## src/source/sdram_pkg.sv

```systemverilog
package sdram_pkg;

	// Read latency also programmed into the mode register
	localparam int CAS_LATENCY = 2;
	// Burst length of one
	localparam logic [2:0] BURST_CODE = 3'b000;

	// Timing limits in clocks with init wait and refresh period scaled for simulation
	localparam int T_INIT = 100;
	localparam int T_REFC = 200;
	localparam int T_RC = 8;
	localparam int T_RAS = 6;
	localparam int T_RP = 2;
	localparam int T_MRD = 2;
	localparam int T_RCD = 2;
	localparam int T_DPL = 2;

	typedef enum logic [2:0] {NOP, READ, WRITE, ACT, PRE, PALL, REF, MRS} sdram_cmd_e;

	// Flat word address for the user and split view for the command path
	typedef union packed {
		logic [23:0] flat;
		struct packed {
			logic [1:0] bank;
			logic [12:0] row;
			logic [8:0] column;
		} loc;
	} sdram_addr_u;

	typedef struct packed {
		logic we;
		sdram_addr_u addr;
		logic [15:0] data;
	} sdram_req_t;

	typedef struct packed {
		logic cke;
		logic cs_n;
		logic ras_n;
		logic cas_n;
		logic we_n;
		logic [1:0] ba;
		logic [12:0] addr;
		logic [1:0] dqm;
	} sdram_pins_t;

	typedef struct packed {
		sdram_addr_u addr;
		logic [15:0] data;
	} sdram_resp_t;

endpackage

```

## src/source/sdram_req_buffer.sv

```systemverilog
`timescale 1ns/10ps

module sdram_req_buffer (
	input logic clk,
	input logic n_reset,
	input logic req,
	input sdram_pkg::sdram_req_t req_in,
	input logic ack,
	output logic rdy,
	output logic pending,
	output sdram_pkg::sdram_req_t held
);

	// Free slot or the held one leaving on this clock
	assign rdy = ack || !pending;

	always_ff @(posedge clk or negedge n_reset) begin
		if (!n_reset) begin
			pending <= 1'b0;
		end else if (rdy) begin
			pending <= req;
		end
	end

	always_ff @(posedge clk) begin
		if (rdy) begin
			held <= req_in;
		end
	end

endmodule

```

## config.mk

```make
export PLATFORM = sky130hd
export DESIGN_NAME = sdram_req_buffer
export DESIGN_NICKNAME = d
export VERILOG_FILES = /design/src/source/sdram_pkg.sv /design/src/source/sdram_req_buffer.sv
export SDC_FILE = /design/constraint.sdc
export NUM_CORES = 1
export LEC_CHECK = 0
export BUFFER_PORTS_ARGS = -buffer_cell sky130_fd_sc_hd__buf_2
export CAP_MARGIN = 10
export CORE_MARGIN = 4
export CORE_UTILIZATION = 40
export CTS_CLUSTER_SIZE = 8
export DETAILED_ROUTE_END_ITERATION = 10
export GPL_ROUTABILITY_DRIVEN = 0
export PLACE_DENSITY = 0.88
export SLEW_MARGIN = 30
export SYNTH_ARGS = -nofsm -noshare
export SYNTH_HDL_FRONTEND = slang
export SYNTH_SLANG_ARGS = --single-unit
export TNS_END_PERCENT = 50
```

## constraint.sdc

```tcl
create_clock -name clk -period 1.22 [get_ports clk]
set_input_delay 0.122 -clock clk [delete_from_list [all_inputs] [get_ports clk]]
set_output_delay 0.122 -clock clk [all_outputs]
set_load 0.02 [all_outputs]
```

# Word-level counts from Yosys, hierarchy flattened
# Index checks and enable logic that the tools add are counted.
[classes]
n_reduce_logical = 2
[op_table]
columns = ["op", "count"]
rows = [
  ["$logic_not 1->1", 1],
  ["$logic_or 1x1->1", 1],
]
[word_totals]
ff_bits = 42
wordCells = 6
out_inout_bits = 43
input_bits = 45

# Logic depth before layout (Yosys ltp)
# Gate-level depths: netlist of run 1.
[depth]
word_depth = 2
ltp_mapped = 2
depth_no_buf = 2

# Worst setup path before layout of run 1
# Ideal clock, no wire load.
[synth_path]
kind = "reg2reg"
startpoint = "register pending"
endpoint = "register held[0] (netlist name), enable pin"
setup_time_ns = 0.370
slack_ns = -0.023
required_ns = 0.850
synth_period_minus_slack_ns = 1.243
path_stages_with_launch = 2
path_buffers = 0
t_arrival_ns = 0.873
path_cell_list = "dfrtp_1 -> nand2b_4"
[synth_between]
elab_chain_cells = 2
[synth_rtl]
columns = ["item", "line_no", "source"]
rows = [
  ["start: declaration", "sdram_req_buffer.sv:10", "output logic pending,"],
  ["start signal: assignment", "sdram_req_buffer.sv:21", "pending <= req;"],
  ["$logic_not 1->1", "sdram_req_buffer.sv:15", "assign rdy = ack || !pending;"],
  ["$logic_or 1x1->1", "sdram_req_buffer.sv:15", ""],
  ["net rdy", "sdram_req_buffer.sv:9", "output logic rdy,"],
  ["end signal: assignment", "sdram_req_buffer.sv:27", "held <= req_in;"],
  ["end: declaration", "sdram_req_buffer.sv:11", "output sdram_pkg::sdram_req_t held"],
]
# The timed path passes the listed nets, and every way through them passes these cells.
# A chain may end at the register's enable or synchronous reset.

# Worst setup path in the final report of run 1
[layout_path]
startpoint = "register pending"
endpoint = "register held[13] (netlist name), enable pin"
[layout_between]
elab_chain_cells = 2
[layout_rtl]
columns = ["item", "line_no"]
rows = [
  ["$logic_not 1->1", "sdram_req_buffer.sv:15"],
  ["$logic_or 1x1->1", "sdram_req_buffer.sv:15"],
]
# Every way passes these cells.

==> impl_metrics.toml, run 1 <==
[setup_path]
crit_arrival_ns = 1.16
crit_start = "pending"
cp.required_ns = 1.27
rr_startpoint = "pending"
crit_fanout = 26
start_kind = "flip-flop"
rrSetupSlack_ns = 0.11
endpoint = "held[13]"
rr_endpoint = "held[13]"
critPathKind = "flip-flop to flip-flop"
endpoint_kind = "flip-flop"
worst-r2r-cell-count = 3

[grt]
grt_pass1_vias = 1079
antenna_found_initial = 0
overflow = 0
gr-usage-all-layers_pct = 19.90
grt_pass1_wl_um = 5733
grt_max_degree = 27

[synth]
synth_adder_area_share_pct = 0
yosys_warnings = 0
synth-compound-area-share_pct = 0
ys_seq_area_share_pct = 98.24
synth_top_area_share_pct = 96.28
syn_inst = 44
synth_top_area_cell = "edfxtp_1"
synth_area_leaders = "edfxtp_1, dfrtp_1, nand2b_4"
synth_top_family_by_area = "simple AND/OR/NAND/NOR gates"
synth_cell_types = 4
synth_simple_gate_area_share_pct = 1.761
syn_area_mm2 = 0.001279
post_synth_xor_area_fraction_pct = 0
syn_nets = 89
syn_avg_cell_area_um2 = 29.06
synthMuxAreaShare_pct = 0
synth_seq_cells = 42

[min_path]
hold_class = "input pin to asynchronous set/reset pin"

[timing]
hold_viol = 0
rsz0062_at_grt = "false"
setup_slack_ns = 0.1062
period_needed_ns = 1.114
holdWs_ns = 0.09420
tightest_slew_ns = 0.1959
post-route-period-util_pct = 91.30
fmax_mhz = 897.8
tns_ns = 0
setup_viol = 0
drv_slew = 0
skew_ns = 0.007624
slew_headroom_pct = 86.94

[layout]
postLayoutCellArea_mm2 = 0.002321
diodes = 0
synthToLayoutAreaGrowth_pct = 81.51
nets = 229
layout-drive-gt1-share_pct = 53.51

[clocking]
cts_buffer_depth = 2
clk_latency_ns = 0.34
path_clk_slew_ns = 0.11
htreeDepth = 2
clock-sinks = 42
numCtsBuffers = 5
cts-root-buf = "clkbuf_4"
cts_tree = "yes"

[routing]
ant_nets = 0
drt_drc_violations_left = 0
wl_per_cell_um = 16.59
routed_wl_um = 3800
via_per_inst = 4.406
dr.first_iter.drc_count = 32
vias = 1009
firstDrtPassIters = 4

[die]
core_mm2 = 0.003053
dieHeight_um = 64.54
rows = 20
num_io_pins = 88
die_width_um = 64.54
die_area_mm2 = 0.004165
start_util_pct = 41.89

[place]
pre_cts_ws_ns = 0.2195
io_buffer_count = 87
place_area_mm2 = 0.001810
hpwlAfterDp_um = 2019

[outcome]
status = "complete, no violations"

[flow_run]
cap_violations = 0

[pwr]
leakagePower_nw = 1.017
power_density_mw_per_mm2 = 1317
ir_drop_mv = 0.9970
==> synth_stat cells <==
cell	count
nand2b_2	1
dfrtp_1	1
nand2b_4	1
edfxtp_1	41
==> kinds of logic after synthesis <==
logic type       Yosys count
and+or+nand+nor            2
DFF                       42
==> repair_timing <==
action / CTS / global route
buffers inserted: 2 / 0
setup endpoints to repair: 1 / 1
gates resized for setup: 1 / 2
hold buffers: 43 / 0
endpoints found under the hold margin: 43 / 0
==> final cells by class <==
cell class	count	area, µm²
Clock buffer	7	45.04
Timing Repair Buffer	133	910.9
Clock inverter	1	30.03
Fill cell	183	732.0
Sequential cell	42	1257
Tap cell	44	55.05
Multi-Input combinational cell	2	22.52
==> registers in the layout (all words and copies together), names as in the netlist <==
signal   count
pending      1
held        41
==> worst min path at each step <==
stage / end / start / slack, ns
after floorplan: pending / n_reset / -0.17
after global placement: pending / n_reset / -0.10
after detailed placement: pending / n_reset / -0.10
after CTS: pending / n_reset / 0.05
after global routing: pending / n_reset / 0.08
final: pending / n_reset / 0.09
==> metrics by stage <==
stage / std cells / power, mW / utilization, %
floorplan: 44 / 1.930 / -
global route: 229 / 3.185 / 76.02
CTS: 230 / 3.078 / 76.43
detailed placement: 177 / 2.122 / 59.30
global placement: 177 / 2.110 / 59.30
finish: 229 / 3.057 / 76.02
==> worst max-delay path, cell delays in order, from the launching register on <==
cell and delay, ns:
dfrtp_2 0.44, nand2b_4 0.09, buf_4 0.12, buf_12 0.18
==> power by group <==
group          internal [mW]  switching [mW]
sequential              1.70          0.0331
clock                  0.435           0.406
combinational          0.227           0.254
total                   2.36           0.693
==> layout by cell type (no fill, tap or decap) <==
cell type	count
buf_8	1
edfxtp_1	41
buf_12	1
bufinv_16	1
nand2b_4	1
clkbuf_4	5
clkbuf_1	2
nand2b_2	1
dfrtp_2	1
buf_2	86
dlygate4sd3_1	43
buf_4	2
==> layer usage <==
metal / up-vias / global-route usage, % / part of all wire (%)
met5: - / 0 / 0
met4: 0 / 7.124 / 1.3
met3: 4 / 9.879 / 13
met2: 85 / 31.96 / 47
met1: 465 / 23.07 / 38
li1: 455 / - / -
No activity file was read; power rests on OpenSTA's default activity.
==> run 2, diff against run 1 <==
CORE_UTILIZATION = 25   (was 40)
PLACE_DENSITY = 0.63   (was 0.88)
SLEW_MARGIN = 10   (was 30)
==> impl_metrics.toml, run 2 (synthesis gave the netlist of run 1 again) <==
[pwr]
total_power_mw = 3.235
leakagePower_nw = 0.9901
power_density_mw_per_mm2 = 1423
ir_drop_mv = 0.4948

[grt]
overflow = 0
grt_max_degree = 19
grt_pass1_wl_um = 5057
grt_pass1_vias = 1032
gr-usage-all-layers_pct = 10.96
antenna_found_initial = 1

[routing]
routed_wl_um = 3306
ant_nets = 0
vias = 928
dr.first_iter.drc_count = 15
firstDrtPassIters = 4
drt_drc_violations_left = 0
wl_per_cell_um = 13.83
via_per_inst = 3.883

[die]
core_mm2 = 0.004848
die_area_mm2 = 0.006323
num_io_pins = 88
rows = 25
start_util_pct = 26.37
die_width_um = 79.52
dieHeight_um = 79.52

[timing]
tns_ns = 0
skew_ns = 0.006613
hold_viol = 0
slew_headroom_pct = 90.29
setup_viol = 0
holdWs_ns = 0.01398
setup_slack_ns = 0.08371
drv_slew = 0
rsz0062_at_grt = "false"
fmax_mhz = 880.1
period_needed_ns = 1.136
tightest_slew_ns = 0.1456
post-route-period-util_pct = 93.14

[setup_path]
endpoint_kind = "flip-flop"
cp.required_ns = 1.23
crit_arrival_ns = 1.15
cp_top_family = "flip-flops"
rr_startpoint = "pending"
slowest_delay_ns = 0.42
start_kind = "flip-flop"
crit_start = "pending"
cp_slowest_cell = "dfrtp_2"
critPathKind = "flip-flop to flip-flop"
path_buf_inv = 1
crit_chain = "nand2b_4 > bufbuf_16"
crit_fanout = 12

[clocking]
path_clk_slew_ns = 0.08
cts_tree = "yes"
cts_buffer_depth = 2
cts-root-buf = "clkbuf_8"
numCtsBuffers = 5
htreeDepth = 2
clk_latency_ns = 0.29
clock-sinks = 42

[layout]
largest_reg_flops = 41
layout.area.seq_mm2 = 0.001257
layout_commonest_cell = "buf_2"
layout-drive-gt1-share_pct = 58.72
nets = 216
diodes = 0
multiInputGateArea_um2 = 22.52
final_cell_mix = "buf_2, edfxtp_1, dlygate4sd3_1, clkbuf_8, buf_4"
synthToLayoutAreaGrowth_pct = 77.79
top_register = "held"
fill_cells = 446
largestRegisters = "held x41, pending x1"

[outcome]
status = "complete, no violations"

[min_path]
min_from = "req_in[40]"
hold_class = "input pin to flip-flop"

[place]
hpwlAfterDp_um = 2309
pre_cts_ws_ns = 0.2149
io_buffer_count = 87

[flow_run]
cap_violations = 0
==> run 2: changes by cell type in the layout (fill, tap and decap cells not counted) <==
cell | before | now
clkbuf_1 | 2 | 1
clkbuf_4 | 5 | 0
clkinvlp_4 | 0 | 1
buf_8 | 1 | 0
clkbuf_8 | 0 | 5
dlygate4sd3_1 | 43 | 29
bufbuf_16 | 0 | 1
buf_6 | 0 | 1
==> run 2: where the power goes <==
| group | leakage, nW | internal, mW | switching (mW) |
|---|---|---|---|
| registers | 0.422 | 1.70 | 0.0231 |
| logic | 0.516 | 0.212 | 0.243 |
| clock network | 0.0514 | 0.610 | 0.446 |
| total | 0.990 | 2.52 | 0.712 |
==> run 2: per-stage QoR <==
stage / cells / util, % / instance area [µm²]
2_1_floorplan: 44 / - / 1280
3_3_place_gp: 200 / 37.94 / 1839
3_5_place_dp: 200 / 37.94 / 1839
4_1_cts: 236 / 46.40 / 2250
5_1_grt: 239 / 46.89 / 2273
6_report: 239 / 46.89 / 2273
==> run 2: path summary, 6_finish.rpt <==
path                             to  slack (ns)  cells past startpoint
hold reg to reg             pending        0.75                      3
setup reg to reg           held[30]        0.08                      2
hold / removal             held[40]        0.01                      1
setup / recovery           held[30]        0.08                      2
max in group asynchronous   pending        0.98                      2
min in group asynchronous   pending        0.15                      2
==> run 2: area by class of cell <==
type,instances,area share [%]
multi-input combinational,2,0.9906
sequential,42,55.31
timing repair buffer,120,35.17
clock buffer,6,3.192
tap,67,3.687
clock inverter,2,1.651
==> run 2: what timing repair did <==
action / 4_1_cts / 5_1_grt
setup buffers: 2 / 0
gates cloned: 1 / 0
setup endpoints to repair: 1 / 1
gates resized for setup: 1 / 1
hold buffers: 25 / 4
hold endpoints to repair: 25 / 4
==> run 2: layer usage <==
metal  share of wire (%)  global-route usage, %  up-vias
li1                    -                      -      429
met1                  34                  10.33      435
met2                  53                  19.95       56
met3                  12                  5.982        6
met4                0.82                  3.608        2
met5                0.21                      0        -
