**src/source/sdram_pkg.sv**
```systemverilog
package sdram_pkg;

	// Read latency also programmed into the mode register
	localparam int CAS_LATENCY = 2;
	// Burst length of one
	localparam logic [2:0] BURST_CODE = 3'b000;

	// Timing limits in clocks with init wait and refresh period scaled for simulation
	localparam int T_INIT = 100;
	localparam int T_REFC = 200;
	localparam int T_RC = 8;
	localparam int T_RAS = 6;
	localparam int T_RP = 2;
	localparam int T_MRD = 2;
	localparam int T_RCD = 2;
	localparam int T_DPL = 2;

	typedef enum logic [2:0] {NOP, READ, WRITE, ACT, PRE, PALL, REF, MRS} sdram_cmd_e;

	// Flat word address for the user and split view for the command path
	typedef union packed {
		logic [23:0] flat;
		struct packed {
			logic [1:0] bank;
			logic [12:0] row;
			logic [8:0] column;
		} loc;
	} sdram_addr_u;

	typedef struct packed {
		logic we;
		sdram_addr_u addr;
		logic [15:0] data;
	} sdram_req_t;

	typedef struct packed {
		logic cke;
		logic cs_n;
		logic ras_n;
		logic cas_n;
		logic we_n;
		logic [1:0] ba;
		logic [12:0] addr;
		logic [1:0] dqm;
	} sdram_pins_t;

	typedef struct packed {
		sdram_addr_u addr;
		logic [15:0] data;
	} sdram_resp_t;

endpackage

```
**src/source/sdram_read_return.sv**
```systemverilog
`timescale 1ns/10ps

module sdram_read_return (
	input logic clk,
	input logic n_reset,
	input logic rd,
	input sdram_pkg::sdram_addr_u rd_addr,
	input logic [15:0] dq,
	output sdram_pkg::sdram_resp_t resp,
	output logic rdy_out
);
	import sdram_pkg::*;

	logic [CAS_LATENCY-1:0] rd_pipe;
	sdram_addr_u addr_pipe [CAS_LATENCY];

	always_ff @(posedge clk or negedge n_reset) begin
		if (!n_reset) begin
			rd_pipe <= '0;
			rdy_out <= 1'b0;
		end else begin
			rd_pipe[0] <= rd;
			for (int i = 1; i < CAS_LATENCY; i++) begin
				rd_pipe[i] <= rd_pipe[i - 1];
			end
			rdy_out <= rd_pipe[CAS_LATENCY - 1];
		end
	end

	// Address travels with its read flag while DQ is sampled as the last stage leaves
	always_ff @(posedge clk) begin
		addr_pipe[0] <= rd_addr;
		for (int i = 1; i < CAS_LATENCY; i++) begin
			addr_pipe[i] <= addr_pipe[i - 1];
		end
		resp.addr <= addr_pipe[CAS_LATENCY - 1];
		resp.data <= dq;
	end

endmodule

```
**config.mk**
```make
export PLATFORM = sky130hd
export DESIGN_NAME = sdram_read_return
export DESIGN_NICKNAME = d
export VERILOG_FILES = /design/src/source/sdram_pkg.sv /design/src/source/sdram_read_return.sv
export SDC_FILE = /design/constraint.sdc
export NUM_CORES = 1
export LEC_CHECK = 0
export ABC_AREA = 1
export ABC_CLOCK_PERIOD_IN_PS = 800
export BUFFER_PORTS_ARGS = -buffer_cell sky130_fd_sc_hd__clkbuf_2
export CAP_MARGIN = 5
export CELL_PAD_IN_SITES_DETAIL_PLACEMENT = 2
export CELL_PAD_IN_SITES_GLOBAL_PLACEMENT = 2
export CORE_MARGIN = 5
export CORE_UTILIZATION = 29
export DETAILED_ROUTE_END_ITERATION = 7
export HOLD_SLACK_MARGIN = 0.03
export PLACE_DENSITY = 0.77
export SETUP_SLACK_MARGIN = 0.2
export SYNTH_ARGS = -nofsm -noshare
export SYNTH_HDL_FRONTEND = slang
export SYNTH_SLANG_ARGS = --single-unit
```
**constraint.sdc**
```tcl
create_clock -name clk -period 0.8 [get_ports clk]
set_input_delay 0.08 -clock clk [delete_from_list [all_inputs] [get_ports clk]]
set_output_delay 0.08 -clock clk [all_outputs]
set_load 0.03 [all_outputs]
```
---- Word level (Yosys, flattened, before mapping) ----
Memory sizes are Yosys's and may differ from the RTL's. A register that Yosys moved wholly into a read port is not among the register bits.
Cells that the tools add are included.
storage, ports and cells
  bits in registers ....................... 19
  RAM bits ................................ 48
  bits of input ports ..................... 43
  memories kept ........................... 1
memory list
  name       depth  width  rd ports  clocked after memory_dff  wr ports  line                     source
  addr_pipe  2      24     2         1                         2         sdram_read_return.sv:15  sdram_addr_u addr_pipe [CAS_LATENCY];

---- Depth between registers and ports, before layout ----
Gate-level depths: netlist (run 1).
  depth after elaboration ................. 0
  mapped depth ............................ 0
  depth with buffers taken out ............ 0

---- Worst setup path before layout (run 1) ----
OpenSTA, ideal clock, no wires.
  path kind ............................... flip-flop to output port
  from .................................... register rdy_out
  to ...................................... output rdy_out
  data arrival time ....................... 0.467 ns
  required time ........................... 0.720 ns
  slack ................................... 0.253 ns
  cell stages (with the launch flop) ...... 1
  path buffers ............................ 0
  cell sequence ........................... dfrtp_1
RTL lines
  what                    line                     source
  from (decl)             sdram_read_return.sv:10  output logic rdy_out
  from (signal assigned)  sdram_read_return.sv:26  rdy_out <= rd_pipe[CAS_LATENCY - 1];
No word-level cell between the ends.

---- Worst setup path after layout (run 1) ----
  from .................................... register rdy_out
  to ...................................... output rdy_out
No word-level cell between the ends.

==> flow_metrics.py, run 1 <==
metrics = {
    "status": {
        "outcome": "finished, violations left",
        "violations": "setup timing",
    },
    "floorplanning": {
        "io_pins": 84,
        "die_y_um": 89.59,
        "die-area_um2": 8025,
        "coreArea_um2": 6241,
        "die_x_um": 89.59,
        "fp-row-count": 29,
        "start_util_pct": 29.43,
    },
    "finish": {
        "instances_no_fill": 309,
        "fin_area_um2": 3460,
        "fillCellCount": 558,
        "fin_nets": 270,
        "most-common-layout-cells": "48 x dfxtp_1, 42 x dlygate4sd3_1, 42 x clkbuf_2",
        "nMultiInputCombCells": 0,
        "syn_to_final_growth_pct": 88.35,
        "drive_above_1_share_pct": 59.91,
        "multi_input_area_um2": 0,
        "diodes": 0,
        "final_common_cell": "dfxtp_1",
    },
    "synthesis": {
        "synthDistinctLibCells": 2,
        "yosysTopAreaCellShare_pct": 95.91,
        "ys.warnings.count": 0,
        "synthTopCellsByArea": "dfxtp_1 96%, dfrtp_1 4.1%",
        "synth_seq_cells": 91,
        "yosys.area.top_type": "dfxtp_1",
        "yosysSeqAreaShare_pct": 100.0,
        "mappedNetlistArea_um2": 1837,
        "syn_nets": 134,
        "synth.avg_cell_area_um2": 20.18,
        "synthCells": 91,
    },
    "route": {
        "drtIter0Drc": 26,
        "drc": 0,
        "viasPerCell": 3.731,
        "first_pass_iters": 2,
        "wl_per_cell_um": 15.81,
        "final_antenna_net_count": 0,
        "routed-via-count": 1153,
        "wirelength_mm": 4.884,
    },
    "clock_network": {
        "clock-sinks": 91,
        "insertion_delay_ns": 0.34,
        "cts-root-buf": "clkbuf_8",
        "clk_pin_slew_ns": 0.09,
        "cts_buffers": 9,
        "h-tree-depth": 3,
        "cts_tree": "built",
        "clockBufferDepth": 2,
    },
    "sta": {
        "holdWs_ns": 0.1039,
        "rsz0062_at_grt": "yes",
        "finalMaxSlewViolations": 0,
        "slew_headroom_pct": 91.40,
        "hold_viol_final": 0,
        "fin_crit_ns": 0.9662,
        "finalCritPeriodShare_pct": 120.8,
        "finalWorstSetupSlack_ns": -0.1662,
        "tightest_slew_ns": 0.1290,
        "fmax_mhz": 1035,
        "finClkSkew_ns": 0.006857,
        "setup_viol_count_final": 41,
    },
    "power_and_ir_drop": {
        "p_clk_share_pct": 37.2,
        "switching_share_pct": 22.27,
        "intPower_mw": 7.094,
        "leakagePower_nw": 1.542,
        "seq_power_share_pct": 53.7,
        "totalPowerFinal_mw": 9.125,
        "p_comb_share_pct": 9.1,
        "powerDensity_nw_per_um2": 2638,
        "p_sw_mw": 2.032,
        "vdd_drop_max_v": 0.001511,
    },
    "min_path": {
        "hold_class": "in2async",
    },
    "critical_path": {
        "worstRegToRegCells": 0,
        "r2r_slack_ns": 0.30,
        "path_delay_family": "flip-flops",
        "worstPathCellList": "buf_8",
        "max_stage_delay_ns": 0.40,
        "critPathKind": "reg2out",
        "arrival_ns": 0.89,
        "timing.rr.start": "rd_pipe[1]",
        "critPathSlowestCell": "dfrtp_1",
        "crit_buf_inv": 1,
        "cp.required_ns": 0.72,
        "crit_path_end_kind": "output pin",
        "worstPathMaxFanout": 1,
        "start_kind": "flip-flop",
        "r2r_end": "rdy_out",
    },
    "placed_design": {
        "dpl_worst_slack_ns": 0.1870,
        "finalWeightedCongestion": 0.5788,
        "placed_cell_area_um2": 2349,
        "place_inst": 251,
        "portBuffers": 83,
    },
    "grt": {
        "grt_remaining_overflow": 0,
        "first_global_vias": 1373,
        "grt_antenna_before_repair": 0,
        "grt_pass1_wl_mm": 7.051,
        "grt_max_degree": 16,
        "grt_usage_pct": 12.59,
    },
    "job": {
        "maxCapViolCount": 0,
    },
}
-- power by group through the flow --
stage | Clock (mW) | Combinational [mW] | Sequential (mW)
6_report | 3.40 | 0.826 | 4.90
5_1_grt | 3.75 | 0.870 | 4.93
4_1_cts | 3.48 | 0.770 | 4.87
3_5_place_dp | 0 | 0.444 | 4.94
3_3_place_gp | 0 | 0.432 | 4.93
2_1_floorplan | 0 | 0 | 5.15
-- layer usage --
metal  global-route usage (%)  up-vias  part of all wire, %
met2                    24.34       64                   55
met4                    4.465        0                  1.5
met5                        0        -                    0
met3                    5.748        9                   10
li1                         -      550                    -
met1                    11.33      530                   33
-- state kept, by name, summed over array words and instances, names as in the netlist --
register   count
addr_pipe     48
rdy_out        1
rd_pipe        2
resp          40
-- metrics by stage --
step | setup TNS [ns] | util, %
final | -3.494 | 55.43
after global routing | -5.345 | 55.43
after detailed placement | 0 | 37.63
after floorplan | 0 | -
after CTS | -4.736 | 54.61
after global placement | 0 | 37.63
-- logic make-up (layout without fill, tap and decap cells) --
logic type / Yosys count / in the layout / share of synthesized area, %
flops: 91 / 91 / 100.0
buf+inv: 0 / 141 / 0
-- how the worst max path moves through the flow --
stage	start	cells after the start	slack, ns	endpoint
after global routing	rdy_out	1	-0.21	rdy_out
final	rdy_out	1	-0.17	rdy_out
after CTS	rdy_out	1	-0.19	rdy_out
after floorplan	rdy_out	0	0.25	rdy_out
after detailed placement	resp[11]	1	0.19	resp[11]
after global placement	resp[11]	1	0.18	resp[11]
-- synth_stat cells --
| master | count |
|---|---|
| dfrtp_1 | 3 |
| dfxtp_1 | 88 |
-- timing repair --
item,4_1_cts,5_1_grt
endpoints found under the setup margin,41,41
hold buffers,42,0
setup buffers,0,0
pin swaps,0,0
endpoints found under the hold margin,44,0
gates resized for setup,122,41
-- final cells by class --
type	count	area (µm²)	area share [%]
Tap cell	77	96.34	2.785
Clock inverter	4	53.80	1.555
Clock buffer	12	176.4	5.099
Timing Repair Buffer	125	1246	36.02
Sequential cell	91	1887	54.54
Note: power is estimated with default switching activity, not from simulation.
==> inputs of run 2 (changes only) <==
Settings changed: CORE_MARGIN 5 to unset.
==> run 2 against run 1 <==
The run still ends with setup timing left. Maximum frequency increased by 1.5%. Core utilization increased by 2.0 points. Largest cell class unchanged. Sequential power about the same. Worst setup slack improved by 0.014 ns. Register-to-register slack about the same. Non-clock buffer count unchanged. Clock skew increased by 0.0018 ns. Critical path depth unchanged.
==> flow_metrics.py, run 2 (synthesized netlist as in run 1, its figures left out) <==
metrics = {
    "status": {
        "outcome": "finished, violations left",
        "violations": "setup timing",
    },
    "sta": {
        "fmax_mhz": 1050,
        "finalMaxSlewViolations": 0,
        "fin_crit_ns": 0.9520,
        "hold_viol_final": 0,
        "rsz0062_at_grt": "yes",
        "tightest_slew_ns": 0.1062,
        "tns_ns": -3.376,
        "finClkSkew_ns": 0.008680,
        "setup_viol_count_final": 41,
        "slew_headroom_pct": 92.89,
        "holdWs_ns": 0.06421,
        "finalCritPeriodShare_pct": 119.0,
        "finalWorstSetupSlack_ns": -0.1520,
    },
    "critical_path": {
        "start_kind": "flip-flop",
        "crit_path_end_kind": "output pin",
        "worstPathCellList": "buf_8",
        "critPathKind": "reg2out",
        "arrival_ns": 0.87,
        "max_stage_delay_ns": 0.39,
        "startpoint": "rdy_out",
        "critPathSlowestCell": "dfrtp_1",
        "cp.required_ns": 0.72,
        "worstPathMaxFanout": 1,
        "timing.rr.start": "rd_pipe[1]",
        "path_delay_family": "flip-flops",
        "crit_buf_inv": 1,
    },
    "finish": {
        "diodes": 0,
        "top_regs": "addr_pipe: 48 flops, resp: 40 flops, rd_pipe: 2 flops",
        "fin_area_um2": 3462,
        "most-common-layout-cells": "48 x dfxtp_1, 42 x dlygate4sd3_1, 42 x clkbuf_2",
        "largest_reg_flops": 48,
        "final_common_cell": "dfxtp_1",
        "nMultiInputCombCells": 0,
        "drive_above_1_share_pct": 59.91,
        "syn_to_final_growth_pct": 88.49,
        "multi_input_area_um2": 0,
        "largest_register": "addr_pipe",
        "fin_nets": 270,
    },
    "job": {
        "maxCapViolCount": 0,
    },
    "clock_network": {
        "cts-root-buf": "clkbuf_8",
        "cts_buffers": 9,
        "post-cts-setup-buffers": 0,
        "clock-sinks": 91,
        "insertion_delay_ns": 0.35,
        "clk_pin_slew_ns": 0.08,
        "cts_tree": "built",
        "h-tree-depth": 3,
        "clockBufferDepth": 2,
    },
    "placed_design": {
        "finalWeightedCongestion": 0.5946,
        "placed_cell_area_um2": 2346,
        "portBuffers": 83,
        "dp_hpwl_mm": 2.244,
        "dpl_worst_slack_ns": 0.1973,
    },
    "grt": {
        "grt_pass1_wl_mm": 6.499,
        "grt_max_degree": 17,
        "grt_antenna_before_repair": 0,
        "first_global_vias": 1342,
        "grt_remaining_overflow": 0,
        "grt_usage_pct": 14.68,
    },
    "route": {
        "drc": 0,
        "routed-via-count": 1152,
        "first_pass_iters": 2,
        "final_antenna_net_count": 0,
        "drtIter0Drc": 46,
        "viasPerCell": 3.752,
        "wl_per_cell_um": 14.34,
        "wirelength_mm": 4.403,
    },
    "floorplanning": {
        "die-area_um2": 6656,
        "die_x_um": 81.59,
        "io_pins": 84,
        "coreArea_um2": 6026,
        "start_util_pct": 30.48,
        "fp-row-count": 28,
        "die_y_um": 81.59,
    },
    "power_and_ir_drop": {
        "leakagePower_nw": 1.550,
        "vdd_drop_max_v": 0.001687,
        "powerDensity_nw_per_um2": 2660,
        "totalPowerFinal_mw": 9.209,
    },
    "min_path": {
        "hold_class": "in2async",
    },
}
==> run 2: cell count changes in the layout (fill, tap and decap cells not counted), sizes merged <==
| cell | before | now |
|---|---|---|
| clkinv | 0 | 3 |
| clkbuf | 54 | 52 |
| bufinv | 1 | 2 |
| clkinvlp | 2 | 0 |
==> run 2: layout make-up <==
cell class / instances / area, µm²
timing repair buffer: 125 / 1246
tap: 75 / 93.84
clock buffer: 10 / 137.6
clock inverter: 6 / 97.59
fill: 524 / 2564
sequential: 91 / 1887
==> run 2: stage by stage <==
step | instances | util (%)
floorplan | 91 | -
global placement | 249 | 38.93
detailed placement | 249 | 38.93
CTS | 307 | 56.60
global route | 307 | 57.45
finish | 307 | 57.45
==> run 2: power breakdown <==
group	switching, mW	internal, mW
logic	0.337	0.482
registers	0.105	4.80
clock network	1.61	1.88
==> run 2: repair_timing <==
| action | CTS | global route |
|---|---|---|
| resized for setup | 122 | 41 |
| cloned | 0 | 0 |
| setup endpoints to repair | 41 | 41 |
| pin swaps | 0 | 0 |
| hold buffers | 42 | 0 |
| endpoints found under the hold margin | 44 | 0 |
==> run 2: worst paths after layout <==
| path | endpoint | slack [ns] | cells after the start |
|---|---|---|---|
| worst max-delay path | rdy_out | -0.15 | 1 |
| worst min-delay path | rdy_out | 0.06 | 2 |
| worst max register to register | rdy_out | 0.31 | 0 |
| worst min register to register | resp[24] | 0.33 | 0 |
| max in group asynchronous | rd_pipe[0] | 0.62 | 2 |
| min in group clk | resp[24] | 0.33 | 0 |
==> run 2: metal layers <==
layer / wire (µm) / global-route usage, % / up-vias / share of wire (%)
li1: - / - / 550 / -
met1: 1394 / 11.42 / 530 / 32
met2: 2489 / 28.42 / 65 / 57
met3: 459 / 7.444 / 7 / 10
met4: 59 / 8.421 / 0 / 1.3
met5: 0 / 0 / - / 0
