===== config.mk =====
export PLATFORM = sky130hd
export DESIGN_NAME = sdram_bank
export DESIGN_NICKNAME = d
export VERILOG_FILES = /design/src/source/sdram_pkg.sv /design/src/source/sdram_bank.sv
export SDC_FILE = /design/constraint.sdc
export NUM_CORES = 1
export LEC_CHECK = 0
export BUFFER_PORTS_ARGS = -buffer_cell sky130_fd_sc_hd__buf_2
export CORE_MARGIN = 2
export CORE_UTILIZATION = 64
export DETAILED_ROUTE_END_ITERATION = 8
export GPL_TIMING_DRIVEN = 0
export PLACE_DENSITY = 0.85
export SLEW_MARGIN = 20
export SYNTH_ARGS = -nofsm -noshare
export SYNTH_HDL_FRONTEND = slang
export SYNTH_SLANG_ARGS = --single-unit

===== constraint.sdc =====
create_clock -name clk -period 4.12 [get_ports clk]
set_input_delay 0.206 -clock clk [delete_from_list [all_inputs] [get_ports clk]]
set_output_delay 0.206 -clock clk [all_outputs]
set_load 0.1 [all_outputs]

===== src/source/sdram_pkg.sv =====
package sdram_pkg;

	// Read latency also programmed into the mode register
	localparam int CAS_LATENCY = 2;
	// Burst length of one
	localparam logic [2:0] BURST_CODE = 3'b000;

	// Timing limits in clocks with init wait and refresh period scaled for simulation
	localparam int T_INIT = 100;
	localparam int T_REFC = 200;
	localparam int T_RC = 8;
	localparam int T_RAS = 6;
	localparam int T_RP = 2;
	localparam int T_MRD = 2;
	localparam int T_RCD = 2;
	localparam int T_DPL = 2;

	typedef enum logic [2:0] {NOP, READ, WRITE, ACT, PRE, PALL, REF, MRS} sdram_cmd_e;

	// Flat word address for the user and split view for the command path
	typedef union packed {
		logic [23:0] flat;
		struct packed {
			logic [1:0] bank;
			logic [12:0] row;
			logic [8:0] column;
		} loc;
	} sdram_addr_u;

	typedef struct packed {
		logic we;
		sdram_addr_u addr;
		logic [15:0] data;
	} sdram_req_t;

	typedef struct packed {
		logic cke;
		logic cs_n;
		logic ras_n;
		logic cas_n;
		logic we_n;
		logic [1:0] ba;
		logic [12:0] addr;
		logic [1:0] dqm;
	} sdram_pins_t;

	typedef struct packed {
		sdram_addr_u addr;
		logic [15:0] data;
	} sdram_resp_t;

endpackage


===== src/source/sdram_bank.sv =====
`timescale 1ns/10ps

module sdram_bank (
	input logic clk,
	input logic n_reset,
	input logic sel,
	input logic cmd_pre,
	input logic cmd_act,
	input logic cmd_write,
	input logic [12:0] row,
	output logic active,
	output logic match,
	output logic pre_ok,
	output logic act_ok,
	output logic rw_ok
);
	import sdram_pkg::*;

	logic act_hit;
	logic pre_hit;
	logic write_hit;
	logic [12:0] open_row;
	logic [7:0] rc_cnt;
	logic [7:0] ras_cnt;
	logic [7:0] rcd_cnt;
	logic [7:0] rp_cnt;
	logic [7:0] dpl_cnt;

	// Count down and hold at zero
	function automatic logic [7:0] tick(input logic [7:0] value);
		return (value == 8'd0) ? value : value - 8'd1;
	endfunction

	assign act_hit = sel && cmd_act;
	assign pre_hit = sel && cmd_pre;
	assign write_hit = sel && cmd_write;

	always_ff @(posedge clk or negedge n_reset) begin
		if (!n_reset) begin
			active <= 1'b0;
			rc_cnt <= 8'd0;
			ras_cnt <= 8'd0;
			rcd_cnt <= 8'd0;
			rp_cnt <= 8'd0;
			dpl_cnt <= 8'd0;
		end else begin
			if (act_hit) begin
				active <= 1'b1;
			end else if (pre_hit) begin
				active <= 1'b0;
			end
			rc_cnt <= act_hit ? 8'(T_RC - 1) : tick(rc_cnt);
			ras_cnt <= act_hit ? 8'(T_RAS - 1) : tick(ras_cnt);
			rcd_cnt <= act_hit ? 8'(T_RCD - 1) : tick(rcd_cnt);
			rp_cnt <= pre_hit ? 8'(T_RP - 1) : tick(rp_cnt);
			dpl_cnt <= write_hit ? 8'(T_DPL - 1) : tick(dpl_cnt);
		end
	end

	always_ff @(posedge clk) begin
		if (act_hit) begin
			open_row <= row;
		end
	end

	assign match = active && (open_row == row);
	assign act_ok = (rc_cnt == 8'd0) && (rp_cnt == 8'd0);
	assign pre_ok = (ras_cnt == 8'd0) && (dpl_cnt == 8'd0);
	assign rw_ok = (rcd_cnt == 8'd0);

endmodule


After elaboration in Yosys (flattened, before gate mapping)
Cells that the tools add are included.
W data, S select, Z words.

storage, ports and cells
  flip-flop bits (word level) = 54

operators by class
  add/sub/neg operators = 5
  equal/unequal tests = 6
  muxes and demuxes = 12
  reduce and logical (&&, ||, !) cells = 12

operator list
  kind                   count
  $mux W8                10
  $logic_not A8 Y1       5
  $sub A8 B1 Y8 const B  5
  $eq A13 B13 Y1         1
  $ne A2 B2 Y1 const B   5
  $logic_and A1 B1 Y1    6
  $mux W1                2
  $reduce_bool A2 Y1     1

Logic depth before layout (Yosys ltp)
Gate-level depths: netlist of the first run.

  depth in word-level cells = 3
  mapped depth = 6
  mapped depth without buffers = 5

Worst setup path after synthesis of the first run
OpenSTA, ideal clock, no wires.

  path kind = register to output
  from = register active
  to = output port match
  arrival = 3863 ps
  data required time = 3914 ps
  setup slack = 51 ps
  cell stages (with the launch flop) = 3
  path through = dfrtp_1 nand2_1 nor4_1

between the ends
  longest elaborated chain between the ends = 1

RTL lines
  element                 RTL line          source
  from (decl)             sdram_bank.sv:11  output logic active,
  from (signal assigned)  sdram_bank.sv:40  active <= 1'b0;
  from (signal assigned)  sdram_bank.sv:48  active <= 1'b1;
  from (signal assigned)  sdram_bank.sv:50  active <= 1'b0;
  $logic_and A1 B1 Y1     sdram_bank.sv:66  assign match = active && (open_row == row);
  to (decl)               sdram_bank.sv:12  output logic match,

No other way between the ends.

Worst setup path after layout of the first run
  from = register dpl_cnt[0]
  to = output port pre_ok

between the ends
  longest elaborated chain between the ends = 2

RTL lines
  element                 RTL line          source
  from (decl)             sdram_bank.sv:27  logic [7:0] dpl_cnt;
  from (signal assigned)  sdram_bank.sv:56  dpl_cnt <= write_hit ? 8'(T_DPL - 1) : tick(dpl_cnt);
  $logic_not A8 Y1        sdram_bank.sv:68  assign pre_ok = (ras_cnt == 8'd0) && (dpl_cnt == 8'd0);
  $logic_and A1 B1 Y1     sdram_bank.sv:68
  to (decl)               sdram_bank.sv:13  output logic pre_ok,

No other way between the ends.

==> flow_metrics.tcl, run 1 <==
set metrics [dict create \
    holdWs_ps 21.74 \
    yosysSeqAreaShare 0.5065 \
    r2r_start "dpl_cnt[0]" \
    hold_viol 0 \
    holdBufCountCts 0 \
    setup_tns_ps 0 \
    layout.nets 327 \
    wl_per_cell_microns 14.47 \
    synth.avg_cell_area_sq_um 10.36 \
    layout_common_cells "dfrtp_1 (41), buf_2 (24), a21oi_1 (21)" \
    clock_latency_ps 300 \
    tightestPinTransition_ps 973.1 \
    syn-num-nets 297 \
    drv_slew 0 \
    crit_path_start "dpl_cnt[0]" \
    cts.reportedPaths.clkPinSlew_ps 100 \
    leakagePower_nw 1.283 \
    cts_max_path_buffers 2 \
    drive_gt1_frac 0.1429 \
    r2r_setup_slack_ps 2160 \
    synth.cell_area_sq_um 2796 \
    placed_cells 345 \
    cp-start-kind "flop" \
    grt_pass1_vias 2098 \
    ir_drop_uv 301.6 \
    clockRootBuffer "clkbuf_8" \
    synth_top_area_cell "dfrtp_1" \
    ant_nets 0 \
    min_path_type "input pin to async pin" \
    setup_viol 0 \
    r2r-end "dpl_cnt[1]" \
    cts_setup_buffers 0 \
    syn_inst 270 \
    powerDensity_nw_per_um2 669.6 \
    vias 2173 \
    finalCriticalPeriod_ps 2804 \
    wl_microns 5108 \
    crit_path_end_kind "primary output" \
    ys_types 50 \
    fin_cells 353 \
    rr_worst_depth 6 \
    globalplace.congestion 0.8259 \
    fillerInstances 315 \
    coreArea_sq_um 4294 \
    cts_tree "done" \
    status "finished, final reports clean" \
    diodes 0 \
    rsz0062_at_grt "no" \
    fin_crit_sh 0.6805 \
    maxSlewHeadroom 0.3453 \
    grt_max_degree 42 \
    area_growth_pct 9.844 \
    synth-edff-count 13 \
    drt_pass1_iterations 4 \
    synthTopCellsByArea "dfrtp_1 (37%), edfxtp_1 (14%), xnor2_1 (4.1%)" \
    worstPathArrival_ps 2600 \
    yosys.area.top_type_share 0.3669 \
    placed_cell_area_sq_um 2977 \
    cap_viol_max_count 0 \
    htreeDepth 2 \
    skew_ps 8.185 \
    ys_warn_count 0 \
    crit_type "flop to primary output" \
    numPortBuffers 23 \
    num_io_pins 24 \
    synth-seq-cells 54 \
    die_w_microns 70.10 \
    routed_via_density 6.156 \
    ctsResizeCount 0 \
    drt_iter0_drc 127 \
    place.detailed.hpwl_microns 3690 \
    finalInstanceArea_sq_um 3072 \
    async_flop_share 0.7593 \
    cp-endpoint "pre_ok" \
    dieArea_sq_um 4914 \
    grt_pass1_wl_microns 9135 \
    ys.flop_type "dfrtp_1" \
    fp-row-count 24 \
    overflow 0 \
    numCtsBuffers 5 \
    clkSinkCount 54 \
    die_h_microns 70.10 \
    track_usage 0.2306 \
    fmax_mhz 356.7 \
    critPathMaxFanout 7 \
    antenna_found_initial 0 \
    final_common_cell "dfrtp_1" \
    drc 0 \
    worst_ep_required_time_ps 3910 \
    initial_core_util 0.6512 \
]
==> how the worst min path moves through the flow <==
stage / startpoint / end / slack, ps / depth (start not counted)
2_1_floorplan: n_reset / active / -90 / 0
3_3_place_gp: n_reset / rcd_cnt[3] / 400 / 1
3_5_place_dp: n_reset / ras_cnt[7] / 390 / 1
4_1_cts: n_reset / ras_cnt[7] / 60 / 1
5_1_grt: row[0] / open_row[0] / 90 / 1
6_report: n_reset / ras_cnt[7] / 20 / 1
==> layer usage <==
layer  wire (microns)  GRT usage  vias up
met5                0          0        -
met4               54    0.06197        0
met3              135    0.03175        5
met2             2485     0.4000       36
met1             2432     0.3063     1062
li1                 -          -     1070
==> critical path, stage by stage, from the launching register on <==
cell      delay (ps)
dfrtp_1          430
inv_1            100
ha_1             160
or3b_1           340
clkbuf_1         180
or3_1            410
nor3_1           210
buf_2            460
==> cell families (layout without fill, tap and decap cells) <==
kind of cell	Yosys count	count (layout)	synth area share
simple gates	94	94	0.2054
compound gates	70	70	0.1629
flops	54	54	0.5065
buf+inv	28	59	0.03803
xor+xnor	13	13	0.04072
fa+ha+maj	8	8	0.03580
mux	3	3	0.01074
==> power breakdown <==
group	internal (mW)	switching (mW)	leakage, nW	total [mW]
clock network	0.123	0.177	0.0447	0.300
registers	0.725	0.167	0.645	0.893
logic	0.373	0.491	0.593	0.864
total	1.22	0.835	1.28	2.06
==> per-stage QoR <==
step	worst slack (ps)	total power, mW	utilization
floorplan	50.65	1.560	-
finish	1316	2.057	0.7153
CTS	1301	2.062	0.7150
global route	1176	2.246	0.7153
global placement	1710	1.715	0.6932
detailed placement	1639	1.760	0.6932
==> synth_stat cells, types with 3 or more instances <==
cell	n
dfrtp_1	41
a21oi_1	21
inv_1	17
nand2_1	15
o21ai_0	14
edfxtp_1	13
xnor2_1	13
or4_1	10
clkbuf_1	9
o31ai_1	9
or3_1	9
ha_1	8
nor2_1	8
nor4_1	7
nor3_1	6
nand2b_1	5
o211ai_1	5
or2_2	5
nand4_1	4
o41ai_1	4
mux2i_1	3
nor2b_1	3
or3b_1	3
==> flip-flops by register name, summed over array words and instances, names as in the netlist <==
signal / count
active: 1
rcd_cnt: 8
rc_cnt: 8
ras_cnt: 8
rp_cnt: 8
dpl_cnt: 8
open_row: 13
==> area by class of cell <==
cell class / instances / area [sq um] / share of cell area
well taps: 52 / 65.06 / 0.02118
inverters: 17 / 63.81 / 0.02077
repair buffers: 23 / 115.1 / 0.03747
clock buffers: 5 / 68.82 / 0.02240
multi-input cells: 188 / 1274 / 0.4147
flip-flops and latches: 54 / 1416 / 0.4611
clock inverters: 3 / 25.02 / 0.008147
plain buffers: 11 / 43.79 / 0.01426
(Power assumes the default switching activity.)
==> run 2: changes to the inputs <==
--- a/config.mk
+++ b/config.mk
@@ -7,10 +7,10 @@
 export LEC_CHECK = 0
 export BUFFER_PORTS_ARGS = -buffer_cell sky130_fd_sc_hd__buf_2
 export CORE_MARGIN = 2
-export CORE_UTILIZATION = 64
+export CORE_UTILIZATION = 59
 export DETAILED_ROUTE_END_ITERATION = 8
 export GPL_TIMING_DRIVEN = 0
-export PLACE_DENSITY = 0.85
+export PLACE_DENSITY = 0.79
 export SLEW_MARGIN = 20
 export SYNTH_ARGS = -nofsm -noshare
 export SYNTH_HDL_FRONTEND = slang
==> constraint.sdc (replaced) <==
create_clock -name clk -period 2.75 [get_ports clk]
set_input_delay 0.1375 -clock clk [delete_from_list [all_inputs] [get_ports clk]]
set_output_delay 0.1375 -clock clk [all_outputs]
set_load 0.1 [all_outputs]
==> flow_metrics.tcl, run 2 (synthesis results as in run 1) <==
set metrics [dict create \
    status "finished, final reports clean" \
    drc 0 \
    maxSlewHeadroom 0.3511 \
    finalInstanceArea_sq_um 3097 \
    placed_cell_area_sq_um 2999 \
    min_path_type "input pin to flop" \
    layout_common_cells "dfrtp_1 (41), buf_2 (22), a21oi_1 (21)" \
    grt_pass1_wl_microns 8963 \
    numPortBuffers 23 \
    layout.nets 328 \
    slowest_delay_ps 450 \
    fp-row-count 25 \
    clockRootBuffer "clkbuf_8" \
    cp_cell_sequence "inv_1, ha_1, or3b_1, clkbuf_1, or3_1, nor3_4, buf_4" \
    track_usage 0.2149 \
    coreArea_sq_um 4661 \
    power.share.sequential 0.434 \
    p_int_mw 1.826 \
    drv_slew 0 \
    drt_iter0_drc 126 \
    p_switching_mw 1.262 \
    fin_crit_sh 0.9416 \
    dr_wl_met3_microns 194 \
    fillerInstances 370 \
    crit_path_start "dpl_cnt[0]" \
    wl_met2_microns 2521 \
    diodes 0 \
    r2r_start "dpl_cnt[0]" \
    rr_worst_depth 6 \
    cts_tree "done" \
    cpMaxStageDelayCell "or3_1" \
    cts_max_path_buffers 2 \
    ir_drop_uv 470.8 \
    crit_type "flop to primary output" \
    ant_nets 0 \
    largest_register "open_row" \
    cp-endpoint "pre_ok" \
    worst_ep_required_time_ps 2610 \
    routed_via_density 6.115 \
    pwr-share-comb 0.429 \
    numCtsBuffers 5 \
    r2r-end "dpl_cnt[1]" \
    leakagePower_nw 1.290 \
    crit_path_end_kind "primary output" \
    wl_per_cell_microns 14.65 \
    skew_ps 5.626 \
    die_h_microns 72.85 \
    clock_latency_ps 310 \
    cp.depth 7 \
    powerDensity_nw_per_um2 997.1 \
    rsz0062_at_grt "no" \
    clockPowerShare 0.136 \
    clkSinkCount 54 \
    m1WireLength_microns 2411 \
    drive_gt1_frac 0.1457 \
    largest_register_ff_count 13 \
    critPathTopFamily "simple AND/OR/NAND/NOR gates" \
    initial_core_util 0.6000 \
    finalCriticalPeriod_ps 2589 \
    setup_viol 0 \
    overflow 0 \
    die_w_microns 72.85 \
    tightestPinTransition_ps 964.5 \
    num_io_pins 24 \
    final_common_cell "dfrtp_1" \
    area_growth_pct 10.74 \
    grt_pass1_vias 2050 \
    top_layer_used "met4" \
    antenna_found_initial 0 \
    r2r_setup_slack_ps 700 \
    p_sw_frac 0.4086 \
    dieArea_sq_um 5306 \
    cap_viol_max_count 0 \
    hold_viol 0 \
    globalplace.congestion 0.8208 \
    critPathBufInv 3 \
    cp-start-kind "flop" \
    cts.reportedPaths.clkPinSlew_ps 90 \
    vias 2177 \
    worstPathArrival_ps 2450 \
    critPathMaxFanout 7 \
    wl_microns 5217 \
    place.detailed.hpwl_microns 3744 \
    drt_pass1_iterations 4 \
    fmax_mhz 386.2 \
    grt_max_degree 42 \
    htreeDepth 2 \
    power_mw 3.088 \
]
-- run 2: cell types whose count changed in the layout (fill, tap and decap cells not counted), sizes merged --
cell,delta
clkinvlp,-1
buf,-1
clkinv,+1
dlygate4sd3,+1
clkbuf,+2
inv,-1
-- run 2: through the flow --
stage	utilization	TNS [ps]	hold WS (ps)	setup WS [ps]	std cells
6_report	0.6644	0	29.67	160.7	356
3_3_place_gp	0.6435	0	330.8	408.8	347
5_1_grt	0.6644	0	19.27	12.77	356
2_1_floorplan	-	-107.4	-158.1	-107.4	270
3_5_place_dp	0.6435	0	317.7	384.4	347
4_1_cts	0.6631	0	25.30	31.24	356
-- run 2: final cells by class --
class	instances	area, sq um	share of cell area
flip-flops and latches	54	1416	0.4574
multi-input cells	188	1294	0.4178
repair buffers	24	130.1	0.04202
clock buffers	6	72.57	0.02343
well taps	54	67.56	0.02182
inverters	17	63.81	0.02061
plain buffers	11	43.79	0.01414
clock inverters	2	8.758	0.002828
-- run 2: routing by layer --
layer / up-vias / track usage
li1: 1075 / -
met1: 1046 / 0.2781
met2: 45 / 0.3556
met3: 11 / 0.04972
met4: 0 / 0.07613
met5: - / 0
-- run 2: what timing repair did --
action                     4_1_cts  5_1_grt
hold endpoints to repair        41        0
resized for setup                0        3
buffers inserted                 0        0
hold buffers                     1        0
setup endpoints to repair        0        2
-- run 2: worst min-delay path by stage --
stage | startpoint | end | slack [ps] | depth (start not counted)
finish | row[12] | open_row[12] | 30 | 1
global route | row[3] | open_row[3] | 20 | 1
CTS | row[12] | open_row[12] | 30 | 1
detailed placement | n_reset | rp_cnt[4] | 320 | 1
global placement | n_reset | rp_cnt[6] | 330 | 1
floorplan | n_reset | active | -160 | 0
-- run 2: power by group through the flow --
stage / logic (mW) / registers [mW] / clock network, mW
after floorplan: 1.06 / 1.30 / 0
after global placement: 1.27 / 1.33 / 0
after detailed placement: 1.32 / 1.35 / 0
after CTS: 1.32 / 1.34 / 0.433
after global routing: 1.52 / 1.38 / 0.463
final: 1.33 / 1.34 / 0.421
==> run 3: changes to the inputs <==
--- a/config.mk
+++ b/config.mk
@@ -11,6 +11,7 @@
 export DETAILED_ROUTE_END_ITERATION = 8
 export GPL_TIMING_DRIVEN = 0
 export PLACE_DENSITY = 0.79
+export SETUP_SLACK_MARGIN = 0.3
 export SLEW_MARGIN = 20
 export SYNTH_ARGS = -nofsm -noshare
 export SYNTH_HDL_FRONTEND = slang
==> flow_metrics.tcl, run 3 (synthesis results as in run 1) <==
set metrics [dict create \
    status "finished, violations left" \
    violations "negative hold slack" \
    numCtsBuffers 5 \
    fp-row-count 25 \
    holdWs_ps -26.88 \
    clockRootBuffer "clkbuf_8" \
    leakagePower_nw 1.298 \
    min_path_type "input pin to async pin" \
    rr_worst_depth 6 \
    maxSlewHeadroom 0.3813 \
    layout_common_cells "dfrtp_1 (41), buf_2 (21), a21oi_1 (21)" \
    worstPathArrival_ps 2230 \
    htreeDepth 2 \
    drc 0 \
    antenna_found_initial 0 \
    cap_viol_max_count 0 \
    ir_drop_uv 479.1 \
    cts.reportedPaths.clkPinSlew_ps 90 \
    worst_ep_required_time_ps 2610 \
    largest_register "open_row" \
    dp_worst_setup_slack_ps 440.2 \
    drv_slew 0 \
    r2r_setup_slack_ps 820 \
    cts_setup_buffers 0 \
    critPathMaxFanout 7 \
    grt_max_degree 42 \
    drt_iter0_drc 126 \
    cts_max_path_buffers 2 \
    die_h_microns 72.85 \
    fin_ws_ps 383.8 \
    setup_tns_ps 0 \
    setup_viol 0 \
    largest_register_ff_count 13 \
    fin_crit_sh 0.8604 \
    rsz0062_at_grt "yes" \
    powerDensity_nw_per_um2 1006 \
    fmax_mhz 422.6 \
    initial_core_util 0.6000 \
    globalplace.congestion 0.8174 \
    cts_tree "done" \
    hold_viol 41 \
    layout.nets 327 \
    diodes 0 \
    fin_cells 355 \
    coreArea_sq_um 4661 \
    place.detailed.hpwl_microns 3720 \
    clkSinkCount 54 \
    drive_gt1_frac 0.1628 \
    num_io_pins 24 \
    clock_latency_ps 300 \
    wl_microns 5304 \
    track_usage 0.2119 \
    crit_path_end_kind "primary output" \
    dieArea_sq_um 5306 \
    routed_via_density 6.048 \
    wl_per_cell_microns 14.94 \
    overflow 0 \
    ant_nets 0 \
    cp-start-kind "flop" \
    grt_pass1_wl_microns 8880 \
    vias 2147 \
    drt_pass1_iterations 4 \
    final_common_cell "dfrtp_1" \
    tightestPinTransition_ps 928.1 \
    power_mw 3.153 \
    numPortBuffers 23 \
    r2r-end "rc_cnt[6]" \
    placed_cells 347 \
    crit_type "flop to primary output" \
    die_w_microns 72.85 \
    grt_pass1_vias 2059 \
    r2r_start "rc_cnt[0]" \
    holdBufCountCts 0 \
    skew_ps 4.437 \
    area_growth_pct 12.13 \
    finalCriticalPeriod_ps 2366 \
]
[run 3: worst max-delay path by stage]
stage / to / slack, ps / start
2_1_floorplan: match / -110 / active
6_report: pre_ok / 380 / dpl_cnt[0]
3_5_place_dp: pre_ok / 440 / dpl_cnt[0]
5_1_grt: pre_ok / 260 / dpl_cnt[1]
3_3_place_gp: pre_ok / 480 / dpl_cnt[0]
4_1_cts: pre_ok / 240 / dpl_cnt[0]
[run 3: area by class of cell]
cell class / count / area (sq um)
plain buffers: 11 / 45.04
multi-input cells: 188 / 1318
clock buffers: 8 / 90.09
repair buffers: 23 / 135.1
well taps: 54 / 67.56
inverters: 17 / 63.81
flip-flops and latches: 54 / 1416
fillers: 352 / 1525
[run 3: worst max-delay path: stages (launching register included)]
cell	delay, ps
dfrtp_1	420
inv_1	90
ha_1	150
or3b_1	340
clkbuf_2	170
or3_4	400
nor3_4	150
buf_12	200
[run 3: stage by stage]
| stage | util | cell area [sq um] |
|---|---|---|
| 2_1_floorplan | - | 2816 |
| 3_3_place_gp | 0.6435 | 2999 |
| 6_report | 0.6728 | 3136 |
| 5_1_grt | 0.6728 | 3136 |
| 3_5_place_dp | 0.6435 | 2999 |
| 4_1_cts | 0.6639 | 3094 |
[run 3: routing by layer]
layer	vias up	part of all wire	routed length, microns	track usage
met4	0	0.011	59	0.07202
met2	32	0.50	2657	0.3586
met3	5	0.027	141	0.03315
li1	1074	-	-	-
met5	-	0	0	0
met1	1036	0.46	2445	0.2792
[run 3: power by group]
group / leakage (nW) / internal, mW / switching, mW
Sequential: 0.645 / 1.09 / 0.265
Combinational: 0.608 / 0.581 / 0.774
Clock: 0.0455 / 0.206 / 0.240
[run 3: repair_timing]
action / 4_1_cts / 5_1_grt
pin swaps: 0 / 0
gates resized for setup: 2 / 10
setup endpoints to repair: 2 / 3
